**src/ex_config.svh**
```systemverilog
`ifndef EX_CONFIG_SVH
`define EX_CONFIG_SVH

////////////////////////////////////////////////////////////////////////////
// Execute stage configuration
////////////////////////////////////////////////////////////////////////////

// Integer data path width
`define EX_XLEN 32

// Busy cycles after a multiply is accepted
`define EX_MULT_CYCLES 5

// Busy cycles after a divide is accepted
`define EX_DIV_CYCLES 10

`endif

```
**src/ex_pkg.sv**
```systemverilog
package ex_pkg;

	////////////////////////////////////////////////////////////////////////////
	// Instruction word views
	////////////////////////////////////////////////////////////////////////////

	typedef struct packed {
		logic [5:0] opcode;
		logic [4:0] rs;
		logic [4:0] rt;
		logic [4:0] rd;
		logic [4:0] shamt;
		logic [5:0] funct;
	} r_fmt_t;

	typedef struct packed {
		logic [5:0]  opcode;
		logic [4:0]  rs;
		logic [4:0]  rt;
		logic [15:0] imm;
	} i_fmt_t;

	// Same 32 bits, read as either format
	typedef union packed {
		r_fmt_t r;
		i_fmt_t i;
	} instr_t;

	////////////////////////////////////////////////////////////////////////////
	// Encodings
	////////////////////////////////////////////////////////////////////////////

	typedef enum logic [5:0] {
		op_special = 6'h00,
		op_addiu   = 6'h09,
		op_slti    = 6'h0a,
		op_sltiu   = 6'h0b,
		op_andi    = 6'h0c,
		op_ori     = 6'h0d,
		op_xori    = 6'h0e,
		op_lui     = 6'h0f
	} opcode_e;

	typedef enum logic [5:0] {
		fn_sll   = 6'h00,
		fn_srl   = 6'h02,
		fn_sra   = 6'h03,
		fn_mfhi  = 6'h10,
		fn_mthi  = 6'h11,
		fn_mflo  = 6'h12,
		fn_mtlo  = 6'h13,
		fn_mult  = 6'h18,
		fn_multu = 6'h19,
		fn_div   = 6'h1a,
		fn_divu  = 6'h1b,
		fn_addu  = 6'h21,
		fn_subu  = 6'h23,
		fn_and   = 6'h24,
		fn_or    = 6'h25,
		fn_xor   = 6'h26,
		fn_nor   = 6'h27,
		fn_slt   = 6'h2a,
		fn_sltu  = 6'h2b
	} funct_e;

	typedef enum logic [3:0] {
		alu_add, alu_sub, alu_and, alu_or, alu_xor, alu_nor,
		alu_slt, alu_sltu, alu_sll, alu_srl, alu_sra, alu_lui
	} alu_op_e;

	typedef enum logic [2:0] {
		md_none, md_mult, md_multu, md_div, md_divu, md_mthi, md_mtlo
	} md_op_e;

	// Where the written value comes from
	typedef enum logic [1:0] {
		res_alu, res_hi, res_lo
	} res_sel_e;

endpackage

```
**src/ex_decode.sv**
```systemverilog
`timescale 1ns/1ps

module ex_decode
	import ex_pkg::*;
(
	input  instr_t   instr,
	output alu_op_e  alu_op,
	output logic     imm_sel,
	output logic     imm_zero_ext,
	output md_op_e   md_op,
	output res_sel_e res_sel,
	output logic     writes_reg,
	output logic     [4:0] dest_reg
);

	always_comb begin
		// Non-writing no-op unless an encoding below matches
		alu_op       = alu_add;
		imm_sel      = 1'b0;
		imm_zero_ext = 1'b0;
		md_op        = md_none;
		res_sel      = res_alu;
		writes_reg   = 1'b0;
		dest_reg     = instr.r.rd;

		if (instr.r.opcode == op_special) begin
			writes_reg = 1'b1;
			case (instr.r.funct)
				fn_sll:   alu_op = alu_sll;
				fn_srl:   alu_op = alu_srl;
				fn_sra:   alu_op = alu_sra;
				fn_addu:  alu_op = alu_add;
				fn_subu:  alu_op = alu_sub;
				fn_and:   alu_op = alu_and;
				fn_or:    alu_op = alu_or;
				fn_xor:   alu_op = alu_xor;
				fn_nor:   alu_op = alu_nor;
				fn_slt:   alu_op = alu_slt;
				fn_sltu:  alu_op = alu_sltu;
				fn_mfhi:  res_sel = res_hi;
				fn_mflo:  res_sel = res_lo;
				// HI/LO writers produce no register result
				fn_mthi:  begin md_op = md_mthi;  writes_reg = 1'b0; end
				fn_mtlo:  begin md_op = md_mtlo;  writes_reg = 1'b0; end
				fn_mult:  begin md_op = md_mult;  writes_reg = 1'b0; end
				fn_multu: begin md_op = md_multu; writes_reg = 1'b0; end
				fn_div:   begin md_op = md_div;   writes_reg = 1'b0; end
				fn_divu:  begin md_op = md_divu;  writes_reg = 1'b0; end
				default:  writes_reg = 1'b0;
			endcase
		end else begin
			// I-type, result goes to rt
			dest_reg   = instr.i.rt;
			imm_sel    = 1'b1;
			writes_reg = 1'b1;
			case (instr.i.opcode)
				op_addiu: alu_op = alu_add;
				op_slti:  alu_op = alu_slt;
				op_sltiu: alu_op = alu_sltu;
				op_andi:  begin alu_op = alu_and; imm_zero_ext = 1'b1; end
				op_ori:   begin alu_op = alu_or;  imm_zero_ext = 1'b1; end
				op_xori:  begin alu_op = alu_xor; imm_zero_ext = 1'b1; end
				op_lui:   alu_op = alu_lui;
				default: begin
					imm_sel    = 1'b0;
					writes_reg = 1'b0;
				end
			endcase
		end
	end

endmodule

```
**config.mk**
```make
export PLATFORM = sky130hd
export DESIGN_NAME = ex_decode
export DESIGN_NICKNAME = d
export VERILOG_FILES = /design/src/ex_config.svh /design/src/ex_pkg.sv /design/src/ex_decode.sv
export SDC_FILE = /design/constraint.sdc
export NUM_CORES = 1
export LEC_CHECK = 0
export BUFFER_PORTS_ARGS = -buffer_cell sky130_fd_sc_hd__buf_2
export CORE_AREA = 3 3 40 42
export DETAILED_ROUTE_END_ITERATION = 10
export DIE_AREA = 0 0 43 45
export PLACE_DENSITY = 0.75
export SYNTH_ARGS = -nofsm -noshare
export SYNTH_HDL_FRONTEND = slang
export SYNTH_SLANG_ARGS = --single-unit
```
**constraint.sdc**
```tcl
create_clock -name vclk -period 4.14
set_input_delay 0.621 -clock vclk [all_inputs]
set_output_delay 0.621 -clock vclk [all_outputs]
set_load 0.02 [all_outputs]
```
Word level (Yosys, flattened, before mapping)
Cells that the tools add are included.

Equality and inequality tests: 25. Multiplexer cells: 14. Reductions and logical operators: 5.

Operators by type and width (number): $eq A6 B5 Y1 const B (8); $eq A6 B6 Y1 const B (8); $eq A6 B4 Y1 const B (7); $pmux W4 S10 (1); $pmux W4 S6 (1); $pmux W3 S6 (1); $reduce_or A13 Y1 (1); $eq A6 B2 Y1 const B (2); $logic_not A6 Y1 (2); $reduce_or A7 Y1 (1); $mux W1 (6); $mux W5 (1); $mux W4 (1); $pmux W2 S2 (1); $mux W3 (1); $reduce_or A3 Y1 (1); $mux W2 (1).

Flip-flop bits (word level): 0. Input bits: 32. Output and inout port bits: 17. Logic and storage cells: 44.

Depth between registers and ports, before layout
Gate-level depths: netlist of run 1.

Word-level depth: 4. Depth in mapped cells: 5. Mapped depth without buffers: 4.

Worst setup path before layout of run 1
OpenSTA, ideal clock, no wires.

Path type: input -> output. Start: in instr[27] in the netlist's numbering. End: out res_sel[0]. Data arrival time: 2.451 ns. Data required time: 3.519 ns. Setup slack: 1.068 ns. Stages on the path: 5. Path buffers: 1. Path through: or3_1 > or4_1 > buf_6 > or2_4 > nor4_1.

Longest elaborated chain between the ends: 2.

RTL lines: from (decl) (RTL line ex_decode.sv:6) `input instr_t instr,`; $logic_not A6 Y1 (RTL line ex_decode.sv:26) `if (instr.r.opcode == op_special) begin`; $mux W2 (RTL line ex_decode.sv:26); to (decl) (RTL line ex_decode.sv:11) `output res_sel_e res_sel,`.

No other way between the ends.

Final worst setup path of run 1
Start: in instr[27] in the netlist's numbering. End: out alu_op[3].

Longest elaborated chain between the ends: 3. Elaborated cells between the ends (all ways): 9. Classes of those cells: eq/ne: 6; mux: 2; reduce/logical: 1.

RTL lines: $eq A6 B4 Y1 (RTL line ex_decode.sv:56) `case (instr.i.opcode)`; $pmux W4 S6 (RTL line ex_decode.sv:56); $mux W4 (*) (RTL line ex_decode.sv:26); to (decl) (RTL line ex_decode.sv:7) `output alu_op_e alu_op,`.

Every way passes the cells marked *; elsewhere a longest branch is shown, timed or not.

==> metrics.txt, run 1 <==
outcome finished clean; starting density of the core 31.1%; Data required, critical path 3520 ps; xor and xnor fraction of the mapped netlist area 4.39%; number of placed instances, taps included 112; total via count after detailed routing 581; maximum cell stage delay along the critical path 590 ps; net switching power 0.0272 mW; total cell area at the placement stage 587 um2; number of antenna violations at the first check in global routing 0; Worst Max-Slew Pin Slew 415 ps; pre-CTS setup slack 1020 ps; post-synthesis simple-gate area fraction 35.7%; class of the tightest hold or removal check in2out; post-cts repair resize count 0; total leakage power 0.298 nW; part of the cycle the worst path needs 75.5%; number of nets in the final layout 131; most prevalent standard cell on the critical path buf_2; part of the Yosys area used for sequential elements 0%; delay-heaviest family, CP simple AND/OR/NAND/NOR gates; post-layout util 45.7%; highest net fanout along the worst path 9; endpoint type of the worst setup path output pin; Initial DRT Pass Iterations 4; internal portion of total power 0.0199 mW; starting DRC count in detailed routing 10; clock buffer count 0; fin. max-slew vios 0; syn nets 95; grt total ovfl 0; power share of the combinational group 100.0%; synthesized netlist cell count 63; Detail Route Antenna Nets 0; Port Buffers 39; die extent in x 43 um; antenna cells 0; core region area 0.00128 mm2; HPWL after DPL 1120 um; Std-Cell Rows 13; mean instance size in the synthesized netlist 6.34 um2; final count of negative-setup-slack endpoints 0; area grow syn2layout 47.0%; data arrival time at the worst-slack endpoint 2500 ps; ratio of cells with drive above 1 in the final layout 48.5%; finished layout cell area 587 um2; Period minus WS final 3120 ps; startpoint type of the worst setup path input pin; complex-gate fraction of the synthesized area 34.5%; chain of cells forming the critical path buf_2 -> or3_1 -> or4_1 -> or2_1 -> o32ai_2 -> buf_2; global-route total usage across every layer 12.4%; Max-Slew Margin vs Limit 72.2%; last weighted congestion value of the routability-driven placer 0.798; count of max-cap constraint violations 0; proportion of synthesized area in mux cells 14.1%; sw frac 57.7%; via density per instance 5.19; final total negative setup slack 0 ps; sequential share of power 0%; DIE AREA 0.00194 mm2; slack of the critical path 1020 ps; number of distinct library cell variants in the gate-level netlist after synthesis 31; worst voltage drop across the vdd grid 0.0289 mV; via count of the first global-routing pass 509; final number of hold-violating endpoints 0; number of flip-flops and latches 0; global-route wire length before repair 1980 um; maximum number of pins on one net before global-route repair 14; total wirelength of the detailed-routed design 1310 um; count of boundary I/O pins 49; count of unresolved DRC violations after routing 0; die span in y 45 um; Worst Path Buf+Inv 2; Power Dens Cells 80.3 mW/mm2; CP max stage cell or4_1; footprint of the flip-flops and latches 0 um2; footprint of the multi-input gates 354 um2; clock share of power 0%; cts hold-fix bufs 0; Synth warnings 0; main combinational cell family by area after synthesis simple AND/OR/NAND/NOR gates; number of buffers inserted to repair setup after CTS 0; filler cell count in the final layout 140; Post-Synthesis Cell Area 399 um2; unrepaired setup endpoints after global routing no; routed length per instance 11.7 um; Worst Path Class, Setup in2out; number of standard cells in the final layout excluding fillers 112; maximum frequency from static timing analysis 320 MHz; post-synthesis share of cell area spent on full adders, half adders and majority gates 0%
[cell usage in the layout (no fill, tap or decap)]
| cell type | synthesis | layout |
|---|---|---|
| o22ai_1 | 2 | 2 |
| or2_1 | 1 | 1 |
| o22a_1 | 1 | 1 |
| inv_1 | 5 | 5 |
| a211oi_2 | 1 | 1 |
| o21ai_0 | 4 | 4 |
| mux2_2 | 5 | 5 |
| a21oi_1 | 5 | 5 |
| xor2_1 | 1 | 1 |
| nor3b_1 | 1 | 1 |
| or4_1 | 1 | 1 |
| o211ai_1 | 1 | 1 |
| and3_1 | 2 | 2 |
| nor2_1 | 4 | 4 |
| buf_2 | 0 | 39 |
| a211o_1 | 1 | 1 |
| nand3b_1 | 1 | 1 |
| o32ai_2 | 1 | 1 |
| nand2b_1 | 1 | 1 |
| nand2_1 | 7 | 7 |
| xnor2_1 | 1 | 1 |
| nor4_1 | 2 | 2 |
| or3_1 | 1 | 1 |
| or2_4 | 1 | 1 |
| nor2b_1 | 1 | 1 |
| a211oi_1 | 1 | 1 |
| a311o_1 | 1 | 1 |
| o221ai_1 | 1 | 1 |
| nand3_1 | 4 | 4 |
[final timing paths]
kind	startpoint	to	slack, ps	depth (start not counted)
max	instr[27]	alu_op[3]	1020	6
min	instr[26]	imm_zero_ext	1570	3
[per-stage QoR]
| stage | hold slack, ps | total power, mW |
|---|---|---|
| 2_1_floorplan | 1370 | 0.0280 |
| 3_3_place_gp | 1570 | 0.0457 |
| 3_5_place_dp | 1570 | 0.0471 |
| 4_1_cts | 1570 | 0.0472 |
| 5_1_grt | 1590 | 0.0519 |
| 6_report | 1570 | 0.0471 |
[power by group through the flow]
stage	sequential, mW	combinational [mW]	clock (mW)
CTS	0	0.0472	0
floorplan	0	0.0280	0
finish	0	0.0471	0
global placement	0	0.0457	0
global route	0	0.0519	0
detailed placement	0	0.0471	0
[final cells by class]
class | count | area share (%)
Inverter | 5 | 3.20
Multi-Input combinational cell | 53 | 60.3
Tap cell | 15 | 3.20
Timing Repair Buffer | 39 | 33.3
[tightest hold or removal path, stage by stage]
cell and delay, ps:
buf_2 110, a21oi_1 60, buf_2 150
[cells by family (layout without fill, tap and decap cells)]
group | after synthesis | in the layout
buffers and inverters | 10 | 44
xor gates and xnor gates | 2 | 2
muxes | 5 | 5
and+or+nand+nor | 27 | 27
AOI/OAI and AO/OA | 19 | 19
[per-layer routing]
metal | vias up | share of wire (%) | wire [um] | global-route usage (%)
met1 | 263 | 42 | 553 | 16.0
met3 | 0 | 5.8 | 76 | 0
met2 | 16 | 52 | 684 | 24.9
li1 | 302 | - | - | -
met5 | - | 0 | 0 | 0
met4 | 0 | 0 | 0 | 0
[cell usage after synthesis (all sizes together)]
cell / n / area, um2
a211o: 1 / 8.76
nor3b: 1 / 7.51
o22a: 1 / 8.76
buf: 2 / 15.0
a211oi: 2 / 20.0
nand2b: 1 / 6.26
nor2: 4 / 15.0
nand2: 7 / 26.3
o211ai: 1 / 7.51
o22ai: 2 / 12.5
xor2: 1 / 8.76
nor2b: 1 / 6.26
inv: 5 / 18.8
o32ai: 1 / 16.3
and3: 2 / 12.5
o21ai: 4 / 20.0
nor4: 2 / 12.5
xnor2: 1 / 8.76
mux2: 5 / 56.3
or4: 1 / 7.51
or2: 2 / 15.0
clkbuf: 3 / 11.3
a21oi: 5 / 25.0
or3: 1 / 6.26
a311o: 1 / 10.0
nand3: 4 / 20.0
o221ai: 1 / 8.76
nand3b: 1 / 7.51
No activity file was read; power rests on OpenSTA's default activity.
==> inputs of run 2 (changes only) <==
- ABC_AREA: unset -> 1
- PLACE_DENSITY: 0.75 -> 0.81
- clock period: 4.14 -> 3 ns (I/O delays scaled with it)
==> metrics.txt, run 2 <==
Std-Cell Rows 13; mean instance size in the synthesized netlist 4.67 um2; complex-gate fraction of the synthesized area 14.2%; starting DRC count in detailed routing 10; fraction of post-synthesis cell area in the top cell type by area 29.1%; clock buffer count 0; M1 WL 609 um; grt total ovfl 0; total wirelength of the detailed-routed design 1390 um; Post-Synthesis Cell Area 477 um2; count of unresolved DRC violations after routing 0; top cells by count, synth nand2_1, nand3_1, nor2_1; xor and xnor fraction of the mapped netlist area 0%; Period minus WS final 2070 ps; filler cell count in the final layout 143; routed length per instance 8.97 um; last weighted congestion value of the routability-driven placer 0.852; cts hold-fix bufs 0; footprint of the multi-input gates 407 um2; final total negative setup slack 0 ps; maximum number of pins on one net before global-route repair 11; number of antenna violations at the first check in global routing 0; die span in y 45 um; starting density of the core 37.1%; part of the Yosys area used for sequential elements 0%; post-cts repair resize count 0; DIE AREA 0.00194 mm2; startpoint type of the worst setup path input pin; proportion of synthesized area in mux cells 0%; pre-CTS setup slack 920 ps; number of distinct library cell variants in the gate-level netlist after synthesis 21; number of buffers inserted to repair setup after CTS 0; maximum frequency from static timing analysis 484 MHz; count of max-cap constraint violations 0; Initial DRT Pass Iterations 4; area grow syn2layout 42.5%; endpoint type of the worst setup path output pin; number of nets in the final layout 174; count of boundary I/O pins 49; amount of wire on met2 after detailed routing 668 um; final number of hold-violating endpoints 0; commonest non-fill, non-tap cells in the layout buf_2, nand2_1, nor2_1, nand3_1, inv_1; worst voltage drop across the vdd grid 0.0415 mV; HPWL after DPL 1190 um; syn nets 134; ratio of cells with drive above 1 in the final layout 39.3%; total via count after detailed routing 731; post-layout util 52.9%; total leakage power 0.437 nW; synthesized netlist cell count 102; Max-Slew Margin vs Limit 70.8%; top cell type by total area after synthesis nand2_1; post-synthesis simple-gate area fraction 71.1%; number of flip-flops and latches 0; highest net fanout along the worst path 10; uppermost layer routed met3; Worst Max-Slew Pin Slew 439 ps; unrepaired setup endpoints after global routing no; post-synthesis share of cell area spent on full adders, half adders and majority gates 0%; Power Dens Cells 101 mW/mm2; slack of the critical path 934 ps; die extent in x 43 um; core region area 0.00128 mm2; fin. max-slew vios 0; Synth warnings 0; Port Buffers 39; via count of the first global-routing pass 594; Detail Route Antenna Nets 0; final count of negative-setup-slack endpoints 0; Data required, critical path 2550 ps; global-route total usage across every layer 13.9%; data arrival time at the worst-slack endpoint 1620 ps; tightest hold margin 1200 ps; Worst Path Class, Setup in2out; class of the tightest hold or removal check in2out; antenna cells 0; most repeated cell in the gate-level netlist after synthesis nand2_1; global-route wire length before repair 2250 um; sum of met3 wire segment lengths after detailed routing 113 um; footprint of the flip-flops and latches 0 um2; commonest non-fill, non-tap cell in the layout buf_2; part of the cycle the worst path needs 68.9%; outcome finished clean; via density per instance 4.72; main area contributors after synthesis nand2_1, nand3_1, nor2_1; Final Total Pwr 0.0689 mW; main combinational cell family by area after synthesis simple AND/OR/NAND/NOR gates
==> run 2: kinds of logic after synthesis <==
family,count (synthesis)
and+or+nand+nor,76
buffers and inverters,16
AOI/OAI and AO/OA,10
==> run 2: report_power, final <==
group          leakage [nW]  switching [mW]  internal (mW)
Sequential                0               0              0
Clock                     0               0              0
Combinational         0.437          0.0431         0.0258
==> run 2: critical path, stage by stage <==
cell and delay (ps):
buf_2 130, inv_2 60, nand2_1 50, inv_1 60
and3_1 420, nand2_2 150, a21oi_2 130, buf_2 170
==> run 2: final timing paths <==
| path | slack (ps) | startpoint | cells after the start | end |
|---|---|---|---|---|
| setup / recovery | 930 | instr[27] | 8 | md_op[0] |
| hold / removal | 1200 | instr[17] | 4 | dest_reg[1] |
==> run 2: area by class of cell <==
cell class / instances / area share [%]
tap: 15 / 2.76
timing repair buffer: 39 / 28.7
inverter: 15 / 8.66
multi-input combinational: 86 / 59.9
==> run 2: metal layers <==
| layer | up-vias | track usage [%] |
|---|---|---|
| met4 | 0 | 0 |
| met3 | 0 | 0.398 |
| li1 | 400 | - |
| met5 | - | 0 |
| met1 | 299 | 17.9 |
| met2 | 32 | 27.5 |
==> run 2: per-stage QoR <==
stage | area (um2) | std cells
floorplan | 477 | 102
global placement | 679 | 155
detailed placement | 679 | 155
CTS | 679 | 155
global route | 679 | 155
finish | 679 | 155
